## config.mk

```make
export PLATFORM = sky130hd
export DESIGN_NAME = des_key_schedule
export DESIGN_NICKNAME = d
export VERILOG_FILES = /design/src/des_pkg.sv /design/src/des_key_schedule.sv
export SDC_FILE = /design/constraint.sdc
export NUM_CORES = 1
export LEC_CHECK = 0
export ABC_AREA = 1
export BUFFER_PORTS_ARGS = -buffer_cell sky130_fd_sc_hd__buf_4
export CORE_AREA = 10 10 318 320
export DETAILED_ROUTE_END_ITERATION = 12
export DIE_AREA = 0 0 328 330
export GPL_TIMING_DRIVEN = 0
export PLACE_DENSITY = 0.37
export SYNTH_ARGS = -nofsm -noshare
export SYNTH_HDL_FRONTEND = slang
export SYNTH_SLANG_ARGS = --single-unit
```

## constraint.sdc

```tcl
create_clock -name clk -period 2.3 [get_ports clk]
set_input_delay 0.115 -clock clk [delete_from_list [all_inputs] [get_ports clk]]
set_output_delay 0.115 -clock clk [all_outputs]
set_load 0.005 [all_outputs]
```

## src/des_pkg.sv

```systemverilog
// DES package
// Block, key and round key types plus the DES tables and permutation functions
`default_nettype none

package des_pkg;

    localparam int NUM_ROUNDS = 16;

    // Bit 1 is the most significant bit, as in the standard
    typedef logic [1:64] des_block_t;
    typedef logic [1:32] des_half_t;
    typedef logic [1:64] des_key_t;
    typedef logic [1:48] des_subkey_t;
    typedef des_subkey_t [0:NUM_ROUNDS-1] des_subkeys_t;  // Entry 0 is round 1

    localparam int unsigned IP_TAB [64] = '{
        58, 50, 42, 34, 26, 18, 10, 2, 60, 52, 44, 36, 28, 20, 12, 4,
        62, 54, 46, 38, 30, 22, 14, 6, 64, 56, 48, 40, 32, 24, 16, 8,
        57, 49, 41, 33, 25, 17, 9, 1, 59, 51, 43, 35, 27, 19, 11, 3,
        61, 53, 45, 37, 29, 21, 13, 5, 63, 55, 47, 39, 31, 23, 15, 7
    };

    localparam int unsigned FP_TAB [64] = '{
        40, 8, 48, 16, 56, 24, 64, 32, 39, 7, 47, 15, 55, 23, 63, 31,
        38, 6, 46, 14, 54, 22, 62, 30, 37, 5, 45, 13, 53, 21, 61, 29,
        36, 4, 44, 12, 52, 20, 60, 28, 35, 3, 43, 11, 51, 19, 59, 27,
        34, 2, 42, 10, 50, 18, 58, 26, 33, 1, 41, 9, 49, 17, 57, 25
    };

    localparam int unsigned E_TAB [48] = '{
        32, 1, 2, 3, 4, 5, 4, 5, 6, 7, 8, 9, 8, 9, 10, 11, 12, 13,
        12, 13, 14, 15, 16, 17, 16, 17, 18, 19, 20, 21, 20, 21, 22, 23, 24, 25,
        24, 25, 26, 27, 28, 29, 28, 29, 30, 31, 32, 1
    };

    localparam int unsigned P_TAB [32] = '{
        16, 7, 20, 21, 29, 12, 28, 17, 1, 15, 23, 26, 5, 18, 31, 10,
        2, 8, 24, 14, 32, 27, 3, 9, 19, 13, 30, 6, 22, 11, 4, 25
    };

    // Drops the parity bits, C half then D half
    localparam int unsigned PC1_TAB [56] = '{
        57, 49, 41, 33, 25, 17, 9, 1, 58, 50, 42, 34, 26, 18,
        10, 2, 59, 51, 43, 35, 27, 19, 11, 3, 60, 52, 44, 36,
        63, 55, 47, 39, 31, 23, 15, 7, 62, 54, 46, 38, 30, 22,
        14, 6, 61, 53, 45, 37, 29, 21, 13, 5, 28, 20, 12, 4
    };

    localparam int unsigned PC2_TAB [48] = '{
        14, 17, 11, 24, 1, 5, 3, 28, 15, 6, 21, 10, 23, 19, 12, 4,
        26, 8, 16, 7, 27, 20, 13, 2, 41, 52, 31, 37, 47, 55, 30, 40,
        51, 45, 33, 48, 44, 49, 39, 56, 34, 53, 46, 42, 50, 36, 29, 32
    };

    localparam int unsigned DES_SHIFTS [NUM_ROUNDS] = '{
        1, 1, 2, 2, 2, 2, 2, 2, 1, 2, 2, 2, 2, 2, 2, 1
    };

    // Indexed by row * 16 + column
    localparam int unsigned SBOX [8][64] = '{
        '{14, 4, 13, 1, 2, 15, 11, 8, 3, 10, 6, 12, 5, 9, 0, 7,
          0, 15, 7, 4, 14, 2, 13, 1, 10, 6, 12, 11, 9, 5, 3, 8,
          4, 1, 14, 8, 13, 6, 2, 11, 15, 12, 9, 7, 3, 10, 5, 0,
          15, 12, 8, 2, 4, 9, 1, 7, 5, 11, 3, 14, 10, 0, 6, 13},
        '{15, 1, 8, 14, 6, 11, 3, 4, 9, 7, 2, 13, 12, 0, 5, 10,
          3, 13, 4, 7, 15, 2, 8, 14, 12, 0, 1, 10, 6, 9, 11, 5,
          0, 14, 7, 11, 10, 4, 13, 1, 5, 8, 12, 6, 9, 3, 2, 15,
          13, 8, 10, 1, 3, 15, 4, 2, 11, 6, 7, 12, 0, 5, 14, 9},
        '{10, 0, 9, 14, 6, 3, 15, 5, 1, 13, 12, 7, 11, 4, 2, 8,
          13, 7, 0, 9, 3, 4, 6, 10, 2, 8, 5, 14, 12, 11, 15, 1,
          13, 6, 4, 9, 8, 15, 3, 0, 11, 1, 2, 12, 5, 10, 14, 7,
          1, 10, 13, 0, 6, 9, 8, 7, 4, 15, 14, 3, 11, 5, 2, 12},
        '{7, 13, 14, 3, 0, 6, 9, 10, 1, 2, 8, 5, 11, 12, 4, 15,
          13, 8, 11, 5, 6, 15, 0, 3, 4, 7, 2, 12, 1, 10, 14, 9,
          10, 6, 9, 0, 12, 11, 7, 13, 15, 1, 3, 14, 5, 2, 8, 4,
          3, 15, 0, 6, 10, 1, 13, 8, 9, 4, 5, 11, 12, 7, 2, 14},
        '{2, 12, 4, 1, 7, 10, 11, 6, 8, 5, 3, 15, 13, 0, 14, 9,
          14, 11, 2, 12, 4, 7, 13, 1, 5, 0, 15, 10, 3, 9, 8, 6,
          4, 2, 1, 11, 10, 13, 7, 8, 15, 9, 12, 5, 6, 3, 0, 14,
          11, 8, 12, 7, 1, 14, 2, 13, 6, 15, 0, 9, 10, 4, 5, 3},
        '{12, 1, 10, 15, 9, 2, 6, 8, 0, 13, 3, 4, 14, 7, 5, 11,
          10, 15, 4, 2, 7, 12, 9, 5, 6, 1, 13, 14, 0, 11, 3, 8,
          9, 14, 15, 5, 2, 8, 12, 3, 7, 0, 4, 10, 1, 13, 11, 6,
          4, 3, 2, 12, 9, 5, 15, 10, 11, 14, 1, 7, 6, 0, 8, 13},
        '{4, 11, 2, 14, 15, 0, 8, 13, 3, 12, 9, 7, 5, 10, 6, 1,
          13, 0, 11, 7, 4, 9, 1, 10, 14, 3, 5, 12, 2, 15, 8, 6,
          1, 4, 11, 13, 12, 3, 7, 14, 10, 15, 6, 8, 0, 5, 9, 2,
          6, 11, 13, 8, 1, 4, 10, 7, 9, 5, 0, 15, 14, 2, 3, 12},
        '{13, 2, 8, 4, 6, 15, 11, 1, 10, 9, 3, 14, 5, 0, 12, 7,
          1, 15, 13, 8, 10, 3, 7, 4, 12, 5, 6, 11, 0, 14, 9, 2,
          7, 11, 4, 1, 9, 12, 14, 2, 0, 6, 10, 13, 15, 3, 5, 8,
          2, 1, 14, 7, 4, 10, 8, 13, 15, 12, 9, 0, 3, 5, 6, 11}
    };

    function automatic des_block_t des_ip(des_block_t b);
        des_block_t o;
        for (int i = 1; i <= 64; i++) o[i] = b[IP_TAB[i-1]];
        return o;
    endfunction

    function automatic des_block_t des_fp(des_block_t b);
        des_block_t o;
        for (int i = 1; i <= 64; i++) o[i] = b[FP_TAB[i-1]];
        return o;
    endfunction

    // Expansion, key mix, S-boxes and P
    function automatic des_half_t des_f(des_half_t r, des_subkey_t k);
        logic [1:48] x;
        logic [5:0]  six;
        logic [1:32] s_out;
        des_half_t   o;
        for (int i = 1; i <= 48; i++) x[i] = r[E_TAB[i-1]];
        x = x ^ k;
        for (int s = 0; s < 8; s++) begin
            six = x[6*s+1 +: 6];
            s_out[4*s+1 +: 4] = 4'(SBOX[s][{six[5], six[0], six[4:1]}]);  // Outer bits pick row
        end
        for (int i = 1; i <= 32; i++) o[i] = s_out[P_TAB[i-1]];
        return o;
    endfunction

    function automatic logic [1:56] des_pc1(des_key_t k);
        logic [1:56] o;
        for (int i = 1; i <= 56; i++) o[i] = k[PC1_TAB[i-1]];
        return o;
    endfunction

    function automatic des_subkey_t des_pc2(logic [1:56] cd);
        des_subkey_t o;
        for (int i = 1; i <= 48; i++) o[i] = cd[PC2_TAB[i-1]];
        return o;
    endfunction

endpackage

`default_nettype wire

```

## src/des_key_schedule.sv

```systemverilog
// DES key schedule
// Stores the loaded key and derives the sixteen round keys from it combinationally
`default_nettype none

module des_key_schedule import des_pkg::*; (
    input  logic         clk,
    input  logic         rst_n,
    input  logic         key_load,
    input  des_key_t     key,
    output des_subkeys_t subkeys
);

    des_key_t key_q;

    // Left rotation of a 28-bit half by one or two places
    function automatic logic [1:28] rotl28(logic [1:28] v, int unsigned n);
        if (n == 2) begin
            return {v[3:28], v[1:2]};
        end
        return {v[2:28], v[1]};
    endfunction

    always_ff @(posedge clk) begin
        if (!rst_n) begin
            key_q <= '0;
        end else if (key_load) begin
            key_q <= key;  // New round keys follow on the next cycle
        end
    end

    always_comb begin : gen_keys
        logic [1:56] cd;
        logic [1:28] c_half;
        logic [1:28] d_half;
        cd     = des_pc1(key_q);
        c_half = cd[1:28];
        d_half = cd[29:56];
        for (int r = 0; r < NUM_ROUNDS; r++) begin
            // Shifts accumulate from one round to the next
            c_half     = rotl28(c_half, DES_SHIFTS[r]);
            d_half     = rotl28(d_half, DES_SHIFTS[r]);
            subkeys[r] = des_pc2({c_half, d_half});
        end
    end

endmodule

`default_nettype wire

```

### Word level (Yosys, flattened, before mapping)

Index checks and enable logic that the tools add are counted.

* input bits: 67
* register bits: 64
* output and inout bits: 768
* logic and storage cells: 1

### Logic depth before layout (Yosys ltp)

* depth after elaboration: 0
* mapped depth: 5

### Worst setup path after synthesis

OpenSTA, ideal clock, no wires.

* path type: register to output
* from: register key_q[17]
* to: output subkeys[103] (netlist bit)
* stages on the path, launching flop included: 2
* arrival time: 0.727 ns
* path buffers: 1
* data required time: 2.185 ns
* path slack: 1.458 ns
* cells stage by stage: dfxtp_1 > buf_4

RTL lines
* start: declaration: RTL line des_key_schedule.sv:13 `des_key_t key_q;`
* start signal: assignment: RTL line des_key_schedule.sv:27 `key_q <= key;`
* end: declaration: RTL line des_key_schedule.sv:10 `output des_subkeys_t subkeys`

No word-level cell between the ends.

### Worst setup path in the final report

* from: register key_q[63]
* to: output subkeys[286] (netlist bit)

No word-level cell between the ends.

==> impl_metrics.yaml <==
run_status:
  status: "complete, no violations"
synth:
  seq_area_frac_synth_pct: 14.73
  synth-seq-cells: 56
  syn_area_per_cell_sq_um: 7.137
  yosysWarnings: 0
  synth_nets: 1133
  synth_area_sq_um: 7609
  syn_inst: 1066
  yosys.cell_types.count: 7
sta:
  worst_slew_pin_slew_ps: 1049
  skew_ps: 0
  relSlewSlack_pct: 29.95
  setup_viol: 0
  fin_crit_sh_pct: 79.38
  holdWs_ps: 65.60
  hold_viol_final: 0
  drv_slew: 0
  rsz0062_at_grt: "false"
  max_freq_mhz: 547.7
  timing.setup.tns_ps: 0
  post-route-min-period_ps: 1826
clock_tree:
  cts.reportedPaths.clkPinSlew_ps: 90
  cts_made_buffers: 5
  post-cts-setup-buffer-count: 0
  postCtsHoldBufs: 0
  insertion_delay_ps: 330
  numClockSinks: 56
  h-tree-depth: 2
  clock_path_buffers: 2
  ctsResizeCount: 0
  cts_tree: "done"
  clockRootBuffer: "clkbuf_16"
grt:
  grt_max_degree: 17
  busiest_layer: "met2"
  use_met1_pct: 8.257
  track_usage_pct: 7.743
  grt_use_met3_pct: 3.283
  grt_overflow: 0
  antenna_found_initial: 4
  grt_pass1_vias: 7903
  met2_usage_pct: 14.42
  grt_pass1_wl_um: 60640
cells_and_area:
  fillCellCount: 10927
  fin_area_sq_um: 15530
  fin_util_pct: 16.42
  largest_reg_flops: 56
  largest_register: "key_q"
  nNetsFinal: 1964
  reg_top3: "key_q x56"
  drive_gt1_share_pct: 82.19
  syn2layout_area_growth_pct: 104.2
power:
  p_leak_nw: 9.327
  p_per_area_nw_per_um2: 346.3
  ir_worst_vdd_uv: 248.4
die:
  core_sq_um: 94590
  die_h_um: 330
  die-area_sq_um: 108200
  die_w_um: 328
  ioPinCount: 835
  start_util_pct: 8.044
  num_rows: 113
worst_hold_path:
  hold_class: "input pin to flop"
setup_path:
  critPathMaxFanout: 15
  path_class: "flop to output port"
  required_ps: 2180
  crit_arrival_ps: 1710
  critPathMaxStageDelay_ps: 1010
  cp_slowest_cell: "dfxtp_1"
  cp-start-kind: "flop"
  crit_path_frequent_cell: "buf_4"
  worstPathCellList: "buf_4 -> buf_4"
  endpoint_kind: "output port"
drt:
  vias_per_cell: 2.478
  wl_um: 46110
  drc: 0
  vias: 7849
  dr.first_iter.drc_count: 174
  detail_route.wl_per_cell_um: 14.56
  drtAntennaViolNets: 0
  firstDrtPassIters: 4
run:
  cap_violations: 0
placement:
  gp_congestion: 0.6722
  portBuffers: 824
  place.detailed.hpwl_um: 39510
  dpl_cell_area_sq_um: 15380
logic make-up (layout without fill, tap and decap cells):
group	count (synthesis)	count (layout)	synth area share, %
buffers and inverters	786	1618	74.21
DFF	56	56	14.73
other	0	4	0
and+or+nand+nor	224	224	11.05
metal layers:
metal  vias to the layer above  share of wire [%]  wire (um)
li1                       4093                  -          -
met1                      3329                 38      17600
met2                       409                 52      23920
met3                        14                9.4       4349
met4                         4               0.48        220
met5                         -              0.059         27
synthesized netlist by cell type:
master	instances	area, sq um
buf_4	713	5353
nor2_1	112	420.4
inv_1	56	210.2
nand2_1	112	420.4
dfxtp_1	56	1121
buf_2	16	80.08
clkbuf_1	1	3.750
cell type report:
class | count | area (sq um) | area share, %
antenna | 4 | 10.01 | 0.06443
buffer | 730 | 5436 | 35.00
clock buffer | 8 | 146.4 | 0.9423
inverter | 56 | 210.2 | 1.353
multi-input combinational | 224 | 840.8 | 5.412
sequential | 56 | 1122 | 7.225
tap | 1265 | 1583 | 10.19
timing repair buffer | 824 | 6186 | 39.82
power by group:
part	switching [mW]	internal, mW
clock network	0.469	0.440
logic	0.918	2.14
registers	0.380	1.04
critical path: cells and delay by family (launching register included):
family   cells  cell delay, ps
flops        1            1010
buf+inv      2             340
cell usage in the layout, fill, tap and decap left out:
cell,Yosys,routed
nand2_1,112,112
diode_2,0,4
buf_2,16,16
buf_4,713,1537
dfxtp_2,0,1
dfxtp_1,56,55
clkbuf_16,0,5
clkbuf_1,1,3
inv_1,56,56
clkbuf_8,0,1
nor2_1,112,112
metrics by stage:
stage | std cells | worst slack [ps] | total power, mW
after CTS | 3163 | 274.8 | 5.617
after global placement | 3155 | 463.4 | 4.645
after detailed placement | 3155 | 666.7 | 4.624
after floorplan | 1066 | 1458 | 2.678
final | 3167 | 474.2 | 5.380
after global routing | 3163 | 211.7 | 5.816
final timing paths:
kind / slack [ps] / to / from / cells after the start
worst max-delay path: 470 / subkeys[286] / key_q[63] / 2
worst min-delay path: 70 / key_q[36] / key[36] / 5
worst max register to register: 1030 / key_q[63] / key_q[63] / 2
worst min register to register: 690 / key_q[31] / key_q[31] / 2
Power figures use the tool's default switching activity.
