## src/des_pkg.sv

```systemverilog
// DES package
// Block, key and round key types plus the DES tables and permutation functions
`default_nettype none

package des_pkg;

    localparam int NUM_ROUNDS = 16;

    // Bit 1 is the most significant bit, as in the standard
    typedef logic [1:64] des_block_t;
    typedef logic [1:32] des_half_t;
    typedef logic [1:64] des_key_t;
    typedef logic [1:48] des_subkey_t;
    typedef des_subkey_t [0:NUM_ROUNDS-1] des_subkeys_t;  // Entry 0 is round 1

    localparam int unsigned IP_TAB [64] = '{
        58, 50, 42, 34, 26, 18, 10, 2, 60, 52, 44, 36, 28, 20, 12, 4,
        62, 54, 46, 38, 30, 22, 14, 6, 64, 56, 48, 40, 32, 24, 16, 8,
        57, 49, 41, 33, 25, 17, 9, 1, 59, 51, 43, 35, 27, 19, 11, 3,
        61, 53, 45, 37, 29, 21, 13, 5, 63, 55, 47, 39, 31, 23, 15, 7
    };

    localparam int unsigned FP_TAB [64] = '{
        40, 8, 48, 16, 56, 24, 64, 32, 39, 7, 47, 15, 55, 23, 63, 31,
        38, 6, 46, 14, 54, 22, 62, 30, 37, 5, 45, 13, 53, 21, 61, 29,
        36, 4, 44, 12, 52, 20, 60, 28, 35, 3, 43, 11, 51, 19, 59, 27,
        34, 2, 42, 10, 50, 18, 58, 26, 33, 1, 41, 9, 49, 17, 57, 25
    };

    localparam int unsigned E_TAB [48] = '{
        32, 1, 2, 3, 4, 5, 4, 5, 6, 7, 8, 9, 8, 9, 10, 11, 12, 13,
        12, 13, 14, 15, 16, 17, 16, 17, 18, 19, 20, 21, 20, 21, 22, 23, 24, 25,
        24, 25, 26, 27, 28, 29, 28, 29, 30, 31, 32, 1
    };

    localparam int unsigned P_TAB [32] = '{
        16, 7, 20, 21, 29, 12, 28, 17, 1, 15, 23, 26, 5, 18, 31, 10,
        2, 8, 24, 14, 32, 27, 3, 9, 19, 13, 30, 6, 22, 11, 4, 25
    };

    // Drops the parity bits, C half then D half
    localparam int unsigned PC1_TAB [56] = '{
        57, 49, 41, 33, 25, 17, 9, 1, 58, 50, 42, 34, 26, 18,
        10, 2, 59, 51, 43, 35, 27, 19, 11, 3, 60, 52, 44, 36,
        63, 55, 47, 39, 31, 23, 15, 7, 62, 54, 46, 38, 30, 22,
        14, 6, 61, 53, 45, 37, 29, 21, 13, 5, 28, 20, 12, 4
    };

    localparam int unsigned PC2_TAB [48] = '{
        14, 17, 11, 24, 1, 5, 3, 28, 15, 6, 21, 10, 23, 19, 12, 4,
        26, 8, 16, 7, 27, 20, 13, 2, 41, 52, 31, 37, 47, 55, 30, 40,
        51, 45, 33, 48, 44, 49, 39, 56, 34, 53, 46, 42, 50, 36, 29, 32
    };

    localparam int unsigned DES_SHIFTS [NUM_ROUNDS] = '{
        1, 1, 2, 2, 2, 2, 2, 2, 1, 2, 2, 2, 2, 2, 2, 1
    };

    // Indexed by row * 16 + column
    localparam int unsigned SBOX [8][64] = '{
        '{14, 4, 13, 1, 2, 15, 11, 8, 3, 10, 6, 12, 5, 9, 0, 7,
          0, 15, 7, 4, 14, 2, 13, 1, 10, 6, 12, 11, 9, 5, 3, 8,
          4, 1, 14, 8, 13, 6, 2, 11, 15, 12, 9, 7, 3, 10, 5, 0,
          15, 12, 8, 2, 4, 9, 1, 7, 5, 11, 3, 14, 10, 0, 6, 13},
        '{15, 1, 8, 14, 6, 11, 3, 4, 9, 7, 2, 13, 12, 0, 5, 10,
          3, 13, 4, 7, 15, 2, 8, 14, 12, 0, 1, 10, 6, 9, 11, 5,
          0, 14, 7, 11, 10, 4, 13, 1, 5, 8, 12, 6, 9, 3, 2, 15,
          13, 8, 10, 1, 3, 15, 4, 2, 11, 6, 7, 12, 0, 5, 14, 9},
        '{10, 0, 9, 14, 6, 3, 15, 5, 1, 13, 12, 7, 11, 4, 2, 8,
          13, 7, 0, 9, 3, 4, 6, 10, 2, 8, 5, 14, 12, 11, 15, 1,
          13, 6, 4, 9, 8, 15, 3, 0, 11, 1, 2, 12, 5, 10, 14, 7,
          1, 10, 13, 0, 6, 9, 8, 7, 4, 15, 14, 3, 11, 5, 2, 12},
        '{7, 13, 14, 3, 0, 6, 9, 10, 1, 2, 8, 5, 11, 12, 4, 15,
          13, 8, 11, 5, 6, 15, 0, 3, 4, 7, 2, 12, 1, 10, 14, 9,
          10, 6, 9, 0, 12, 11, 7, 13, 15, 1, 3, 14, 5, 2, 8, 4,
          3, 15, 0, 6, 10, 1, 13, 8, 9, 4, 5, 11, 12, 7, 2, 14},
        '{2, 12, 4, 1, 7, 10, 11, 6, 8, 5, 3, 15, 13, 0, 14, 9,
          14, 11, 2, 12, 4, 7, 13, 1, 5, 0, 15, 10, 3, 9, 8, 6,
          4, 2, 1, 11, 10, 13, 7, 8, 15, 9, 12, 5, 6, 3, 0, 14,
          11, 8, 12, 7, 1, 14, 2, 13, 6, 15, 0, 9, 10, 4, 5, 3},
        '{12, 1, 10, 15, 9, 2, 6, 8, 0, 13, 3, 4, 14, 7, 5, 11,
          10, 15, 4, 2, 7, 12, 9, 5, 6, 1, 13, 14, 0, 11, 3, 8,
          9, 14, 15, 5, 2, 8, 12, 3, 7, 0, 4, 10, 1, 13, 11, 6,
          4, 3, 2, 12, 9, 5, 15, 10, 11, 14, 1, 7, 6, 0, 8, 13},
        '{4, 11, 2, 14, 15, 0, 8, 13, 3, 12, 9, 7, 5, 10, 6, 1,
          13, 0, 11, 7, 4, 9, 1, 10, 14, 3, 5, 12, 2, 15, 8, 6,
          1, 4, 11, 13, 12, 3, 7, 14, 10, 15, 6, 8, 0, 5, 9, 2,
          6, 11, 13, 8, 1, 4, 10, 7, 9, 5, 0, 15, 14, 2, 3, 12},
        '{13, 2, 8, 4, 6, 15, 11, 1, 10, 9, 3, 14, 5, 0, 12, 7,
          1, 15, 13, 8, 10, 3, 7, 4, 12, 5, 6, 11, 0, 14, 9, 2,
          7, 11, 4, 1, 9, 12, 14, 2, 0, 6, 10, 13, 15, 3, 5, 8,
          2, 1, 14, 7, 4, 10, 8, 13, 15, 12, 9, 0, 3, 5, 6, 11}
    };

    function automatic des_block_t des_ip(des_block_t b);
        des_block_t o;
        for (int i = 1; i <= 64; i++) o[i] = b[IP_TAB[i-1]];
        return o;
    endfunction

    function automatic des_block_t des_fp(des_block_t b);
        des_block_t o;
        for (int i = 1; i <= 64; i++) o[i] = b[FP_TAB[i-1]];
        return o;
    endfunction

    // Expansion, key mix, S-boxes and P
    function automatic des_half_t des_f(des_half_t r, des_subkey_t k);
        logic [1:48] x;
        logic [5:0]  six;
        logic [1:32] s_out;
        des_half_t   o;
        for (int i = 1; i <= 48; i++) x[i] = r[E_TAB[i-1]];
        x = x ^ k;
        for (int s = 0; s < 8; s++) begin
            six = x[6*s+1 +: 6];
            s_out[4*s+1 +: 4] = 4'(SBOX[s][{six[5], six[0], six[4:1]}]);  // Outer bits pick row
        end
        for (int i = 1; i <= 32; i++) o[i] = s_out[P_TAB[i-1]];
        return o;
    endfunction

    function automatic logic [1:56] des_pc1(des_key_t k);
        logic [1:56] o;
        for (int i = 1; i <= 56; i++) o[i] = k[PC1_TAB[i-1]];
        return o;
    endfunction

    function automatic des_subkey_t des_pc2(logic [1:56] cd);
        des_subkey_t o;
        for (int i = 1; i <= 48; i++) o[i] = cd[PC2_TAB[i-1]];
        return o;
    endfunction

endpackage

`default_nettype wire

```

## src/des_in_stage.sv

```systemverilog
// DES input stage
// One-entry register taking plaintext blocks under valid/ready
`default_nettype none

module des_in_stage import des_pkg::*; (
    input  logic       clk,
    input  logic       rst_n,
    input  logic       in_valid,
    output logic       in_ready,
    input  des_block_t in_block,
    output logic       s_valid,
    input  logic       s_ready,
    output des_block_t s_block
);

    logic full;
    logic accept;

    assign in_ready = !full || s_ready;  // Refill in the same cycle the pipeline drains us
    assign accept   = in_valid && in_ready;
    assign s_valid  = full;

    always_ff @(posedge clk) begin
        if (!rst_n) begin
            full <= 1'b0;
        end else if (accept) begin
            full <= 1'b1;
        end else if (s_ready) begin
            full <= 1'b0;
        end
    end

    always_ff @(posedge clk) begin
        if (accept) begin
            s_block <= in_block;
        end
    end

endmodule

`default_nettype wire

```

## config.mk

```make
export PLATFORM = sky130hd
export DESIGN_NAME = des_in_stage
export DESIGN_NICKNAME = d
export VERILOG_FILES = /design/src/des_pkg.sv /design/src/des_in_stage.sv
export SDC_FILE = /design/constraint.sdc
export NUM_CORES = 1
export LEC_CHECK = 0
export BUFFER_PORTS_ARGS = -buffer_cell sky130_fd_sc_hd__buf_4
export CAP_MARGIN = 0
export CELL_PAD_IN_SITES_DETAIL_PLACEMENT = 1
export CELL_PAD_IN_SITES_GLOBAL_PLACEMENT = 2
export CORE_AREA = 2 2 85 87
export CTS_BUF_LIST = sky130_fd_sc_hd__clkbuf_2 sky130_fd_sc_hd__clkbuf_4 sky130_fd_sc_hd__clkbuf_8
export DETAILED_ROUTE_END_ITERATION = 12
export DIE_AREA = 0 0 87 89
export GPL_TIMING_DRIVEN = 0
export PLACE_DENSITY_LB_ADDON = 0.1
export SLEW_MARGIN = 0
export SYNTH_ARGS = -nofsm -noshare
export SYNTH_HDL_FRONTEND = slang
export SYNTH_SLANG_ARGS = --single-unit
```

## constraint.sdc

```tcl
create_clock -name clk -period 2.2 [get_ports clk]
set_input_delay 0.55 -clock clk [delete_from_list [all_inputs] [get_ports clk]]
set_output_delay 0.55 -clock clk [all_outputs]
set_load 0.02 [all_outputs]
```

# Word-level counts from Yosys, hierarchy flattened
# Cells that the tools add are included.
# totals
out_inout_bits	66
reg_bits	65
romBits	0
latchBits	0
elab_cells	8
memories	0
ramBits	0
input_bits	68
# classes
n_bitwise	0
multipliers	0
addsub	0
magnitude_cmp	0
shift	0
n_eq_ne	0
n_reduce_logical	4
n_mux	2
div	0
# op_table
cell	count
1-bit 2-to-1 mux	2
2-bit nonzero test	1
1-bit logical AND	1
1-bit logical NOT	1
1-bit logical OR	1

# Logic depth before layout (Yosys ltp)
# Gate-level depths: netlist of run 1.
# logic_depth
ltp_word	4
mapped_depth	2

# Worst setup path before layout of run 1
# Ideal clock, no wire load.
# synth_path
kind	input -> register
from	in s_ready
to	reg s_block[0], enable pin
path_stages	2
path_buffers	0
t_arrival_ps	1263
setup_ps	377
path_slack_ps	560
path_cell_list	nand2b_4 > and2_4
# synth_between
elab_chain_len	2
# synth_rtl
element	line	text
start: declaration	des_in_stage.sv:12	input logic s_ready,
1-bit logical OR	des_in_stage.sv:19	assign in_ready = !full || s_ready;
1-bit logical AND	des_in_stage.sv:20	assign accept = in_valid && in_ready;
named net accept	des_in_stage.sv:17	logic accept;
end signal: assignment	des_in_stage.sv:35	s_block <= in_block;
end: declaration	des_in_stage.sv:13	output des_block_t s_block
# The timed path passes the listed nets, and every way through them passes these cells.
# A chain may end at the register's enable or synchronous reset.

# Worst setup path in the final report of run 1
# layout_path
from	in s_ready
to	reg s_block[2], enable pin
# Same word-level chain as after synthesis.

==> flow_summary.yaml, run 1 <==
worst_setup_path:
  cp_top_family: "simple AND/OR/NAND/NOR gates"
  start_kind: "primary input"
  worstPathCellList: "buf_4 -> nand2b_4 -> and2_4"
  crit_type: "primary input to flop"
  rr_startpoint: "s_valid"
  reg2reg_to: "s_block[2]"
  ff2ff_path_depth: 2
  crit_buf_inv: 1
  cp-end-kind: "flop"
  cp.required_ns: 2.15
  crit_path_top_delay_cell: "and2_4"
  cpPeakStageDelay_ns: 0.68
  reg2reg_slack_ns: 0.70
  worstPathMaxFanout: 64
  cp.arrival_ns: 1.46
layout:
  final_cells: 298
  fin_util_pct: 48.3
  area_growth_pct: 63.9
  drive_gt1_share_pct: 69.7
  final_nets: 281
  diodes: 0
routing:
  wl_um: 4390
  dr.pass1.iters: 3
  detail-route-antenna-nets: 0
  drc_errors: 0
  detail_route.iter0.violations: 37
  wl_per_cell_um: 14.7
  route.vias.total: 1217
  drt-vias-per-instance: 4.08
power:
  total_power_mw: 2.64
  cellLeakagePower_nw: 1.38
  peakVddDrop_mv: 0.412
  p_per_area_nw_per_um2: 815
sta:
  clock.fmax_mhz: 663
  setup_viol: 0
  skew_ns: 0.00600
  slew_viol_final: 0
  final_hold_viol_count: 0
  holdWs_ns: 0.396
  post-route-min-period_ns: 1.51
  relSlewSlack_pct: 45.3
  finalSetupTns_ns: 0
  finalCritPeriodShare_pct: 68.6
  grt_setup_unrepaired: "false"
  worst_pin_slew_ns: 0.821
die:
  start_util_pct: 29.5
  io_pins: 134
  die_x_um: 87
  die_area_um2: 7740
  die_h_um: 89
  core_area_um2: 6720
  rows: 30
worst_hold_path:
  hold_depth: 1
  min_to: "s_block[26]"
  hold_start: "in_block[26]"
  hold_class: "primary input to flop"
place:
  port_buffers: 133
  dp_cells: 282
  hpwl_um: 3170
  place_congestion: 0.637
clocking:
  cts.reportedPaths.clkPinSlew_ns: 0.07
  numCtsBuffers: 9
  cts_setup_buffers: 0
  cts_max_level: 3
  clk_latency_ns: 0.33
  clock_sinks: 65
  cts_resized: 0
  cts_tree: "done"
  hold_buffers: 0
  cts_root_buf: "clkbuf_8"
  clockBufferDepth: 2
global_routing:
  grt_usage_pct: 11.6
  antenna_found_initial: 0
  grt_overflow: 0
  grt_max_degree: 65
  grt_pass1_wl_um: 6380
  grt_pass1_vias: 1311
logic_synthesis:
  yosysWarningCount: 0
  syn_area_um2: 1980
  ys_seq_area_share_pct: 98.1
  synth_cell_types: 6
  synth_fp_nets: 137
  avgSynthCellArea_um2: 28.7
  netlist_instances: 69
  ys_ff_latch: 65
run_status:
  status: "finished clean"
flow_run:
  drv_cap: 0
-- area by class of cell --
cell class,instances,area (um^2)
tap,80,100
timing repair buffer,133,998
clock buffer,12,146
inverter,1,3.75
clock inverter,4,20.0
sequential,65,1940
fill,665,3470
multi-input combinational,3,33.8
-- worst max-delay path by stage --
| stage | from | slack (ns) | cells past startpoint | end |
|---|---|---|---|---|
| CTS | s_valid | 0.67 | 2 | s_block[43] |
| floorplan | s_ready | 0.56 | 2 | s_block[0] |
| global placement | s_ready | 0.39 | 3 | s_block[41] |
| detailed placement | s_ready | 0.33 | 3 | s_block[54] |
| global route | s_valid | 0.59 | 2 | s_block[55] |
| finish | s_ready | 0.69 | 3 | s_block[2] |
-- flip-flops by register name, indices dropped and copies added (netlist names) --
name     cells
s_block     64
s_valid      1
-- cells in the mapped netlist --
cell	instances	area (um^2)
nand2b_4	1	13.8
inv_1	1	3.75
and2_4	1	8.76
edfxtp_1	64	1920
a21boi_2	1	11.3
dfxtp_1	1	20.0
-- report_power, final --
group | total, mW | switching, mW | leakage [nW] | internal, mW
clock | 0.858 | 0.419 | 0.0942 | 0.439
sequential | 1.47 | 0.0193 | 0.627 | 1.45
combinational | 0.319 | 0.160 | 0.660 | 0.160
-- per-layer routing --
layer  up-vias  global-route usage, %  part of all wire (%)
met5         -                      0                     0
met2        71                   18.9                    54
met1       572                   11.8                    32
met3         9                   5.72                    11
li1        565                      -                     -
met4         0                   7.67                   2.5
-- layout by cell type, fill, tap and decap left out --
| cell type | synthesis | routed |
|---|---|---|
| dfxtp_1 | 1 | 1 |
| clkbuf_8 | 0 | 9 |
| edfxtp_1 | 64 | 64 |
| clkbuf_4 | 0 | 3 |
| buf_4 | 0 | 133 |
| inv_1 | 1 | 1 |
| nand2b_4 | 1 | 1 |
| and2_4 | 1 | 1 |
| a21boi_2 | 1 | 1 |
| clkinv_2 | 0 | 4 |
-- metrics by stage --
| step | worst slack, ns | instance area, um^2 |
|---|---|---|
| 4_1_cts | 0.672 | 3240 |
| 6_report | 0.691 | 3240 |
| 2_1_floorplan | 0.560 | 1980 |
| 3_5_place_dp | 0.334 | 3080 |
| 3_3_place_gp | 0.386 | 3080 |
| 5_1_grt | 0.589 | 3240 |
-- cells by family (layout without fill, tap and decap cells) --
group,after synthesis,in the layout,synth area share (%)
AO/OA/AOI/OAI,1,1,0.569
buffers and inverters,1,150,0.189
flip-flops,65,65,98.1
AND/OR/NAND/NOR,2,2,1.14
-- worst reg2reg max path: stages, from the launching register on --
cell	delay, ns
dfxtp_1	0.33
nand2b_4	0.09
and2_4	0.68
No activity file was read; power rests on OpenSTA's default activity.
==> inputs of run 2 (changes only) <==
--- a/config.mk
+++ b/config.mk
@@ -9,10 +9,10 @@
 export CAP_MARGIN = 0
 export CELL_PAD_IN_SITES_DETAIL_PLACEMENT = 1
 export CELL_PAD_IN_SITES_GLOBAL_PLACEMENT = 2
-export CORE_AREA = 2 2 85 87
+export CORE_AREA = 2 2 88 90
 export CTS_BUF_LIST = sky130_fd_sc_hd__clkbuf_2 sky130_fd_sc_hd__clkbuf_4 sky130_fd_sc_hd__clkbuf_8
 export DETAILED_ROUTE_END_ITERATION = 12
-export DIE_AREA = 0 0 87 89
+export DIE_AREA = 0 0 90 92
 export GPL_TIMING_DRIVEN = 0
 export PLACE_DENSITY_LB_ADDON = 0.1
 export SLEW_MARGIN = 0
==> constraint.sdc (replaced) <==
create_clock -name clk -period 1.5 [get_ports clk]
set_input_delay 0.375 -clock clk [delete_from_list [all_inputs] [get_ports clk]]
set_output_delay 0.375 -clock clk [all_outputs]
set_load 0.02 [all_outputs]
==> run 2 against run 1 <==
Die area up 6.9%; sequential power up 46%; setup slack worse by 0.53 ns; count of clock-buffer cells in the layout down 3; total power up 66%; global-route usage up 0.073 points; critical endpoint is now in_ready; largest power group unchanged.
==> flow_summary.yaml, run 2 (synthesized netlist as in run 1, its figures left out) <==
worst_setup_path:
  ff2ff_path_depth: 2
  cp.required_ns: 1.12
  start_kind: "flop"
  crit_path_top_delay_cell: "dfxtp_1"
  cpPeakStageDelay_ns: 0.39
  worstPathMaxFanout: 4
  crit_type: "flop to output pin"
  cp.arrival_ns: 0.96
  cp-end-kind: "output pin"
  worstPathCellList: "nand2b_4 -> buf_4"
global_routing:
  grt_usage_pct: 11.7
  grt_pass1_vias: 1317
  grt_max_degree: 33
  grt_overflow: 0
  grt_pass1_wl_um: 7100
  antenna_found_initial: 0
clocking:
  numCtsBuffers: 9
  clock_sinks: 65
  cts_setup_buffers: 0
  clk_latency_ns: 0.33
  cts_max_level: 3
  cts_tree: "done"
  clockBufferDepth: 2
  cts_root_buf: "clkbuf_8"
  hold_buffers: 0
  cts.reportedPaths.clkPinSlew_ns: 0.07
die:
  die_area_um2: 8280
  die_h_um: 92
  core_area_um2: 7450
  start_util_pct: 26.6
  rows: 32
  io_pins: 134
  die_x_um: 90
routing:
  drt-vias-per-instance: 3.88
  detail-route-antenna-nets: 0
  route.vias.total: 1245
  wl_per_cell_um: 14.8
  wl_um: 4750
  dr.pass1.iters: 3
  drc_errors: 0
  detail_route.iter0.violations: 41
layout:
  stdcell_area_um2: 3360
  area_growth_pct: 69.6
  regMostFlops: "s_block"
  drive_gt1_share_pct: 69.9
  final_cell_mix: "buf_4, edfxtp_1, clkbuf_8"
  final_nets: 282
  diodes: 0
  layout_commonest_cell: "buf_4"
  largest_register_ffs: 64
  final_cells: 321
  fin_util_pct: 45.1
power:
  p_clk_share_pct: 40.3
  p_per_area_nw_per_um2: 1310
  cellLeakagePower_nw: 1.41
  p_sw_share_pct: 21.4
  power_frac_comb_pct: 10.8
  power_frac_seq_pct: 48.9
  total_power_mw: 4.40
  p_int_mw: 3.46
  peakVddDrop_mv: 0.557
  power.switching_mw: 0.940
sta:
  finalCritPeriodShare_pct: 89.0
  clock.fmax_mhz: 749
  relSlewSlack_pct: 70.4
  final_hold_viol_count: 0
  fin_ws_ns: 0.165
  slew_viol_final: 0
  grt_setup_unrepaired: "false"
  post-route-min-period_ns: 1.34
  skew_ns: 0.00654
  setup_viol: 0
  worst_pin_slew_ns: 0.445
run_status:
  status: "finished clean"
flow_run:
  drv_cap: 0
place:
  dpl_worst_slack_ns: -0.194
  port_buffers: 133
  dp_cells: 304
  dpl_cell_area_um2: 3110
  place_congestion: 0.644
worst_hold_path:
  hold_depth: 1
  hold_class: "primary input to flop"
[run 2: power groups by stage]
stage	combinational, mW	clock [mW]	sequential (mW)
after floorplan	0.0404	0	2.33
after global placement	0.469	0	2.19
after detailed placement	0.479	0	2.20
after CTS	0.484	1.82	2.16
after global routing	0.503	1.90	2.16
final	0.476	1.77	2.15
[run 2: metrics by stage]
step | hold slack [ns] | setup TNS, ns
after global routing | 0.191 | 0
after global placement | 0.492 | -8.67
final | 0.214 | 0
after detailed placement | 0.506 | -12.15
after floorplan | 0.474 | 0
after CTS | 0.191 | 0
[run 2: critical path: cells and delay by family (launching register included)]
kind                   cells  cell delay, ns
flip-flops                 1            0.39
buffers and inverters      1            0.16
AND/OR/NAND/NOR            1            0.09
[run 2: repair_timing]
| item | CTS | global route |
|---|---|---|
| pin swaps | 1 | 0 |
| gates cloned | 1 | 0 |
| resized for setup | 0 | 1 |
| endpoints found under the setup margin | 64 | 32 |
[run 2: final cells by class]
| type | count | area, um^2 |
|---|---|---|
| fill | 781 | 4090 |
| sequential | 65 | 1940 |
| timing repair buffer | 133 | 998 |
| tap | 102 | 128 |
| clock buffer | 9 | 124 |
| clock inverter | 7 | 119 |
| multi-input combinational | 4 | 42.5 |
| inverter | 1 | 3.75 |
[run 2: layer usage]
metal,global-route usage [%],share of wire (%),vias up
li1,-,-,566
met1,12.6,37,595
met2,19.4,52,73
met5,0,0,-
met3,4.60,8.8,11
met4,7.31,2.4,0
[run 2: path summary, 6_finish.rpt]
| kind | start | end | slack (ns) |
|---|---|---|---|
| hold / removal | in_block[43] | s_block[43] | 0.21 |
| setup / recovery | s_valid | in_ready | 0.16 |
| hold reg to reg | s_valid | s_valid | 0.54 |
| setup reg to reg | s_valid | s_block[34] | 0.27 |
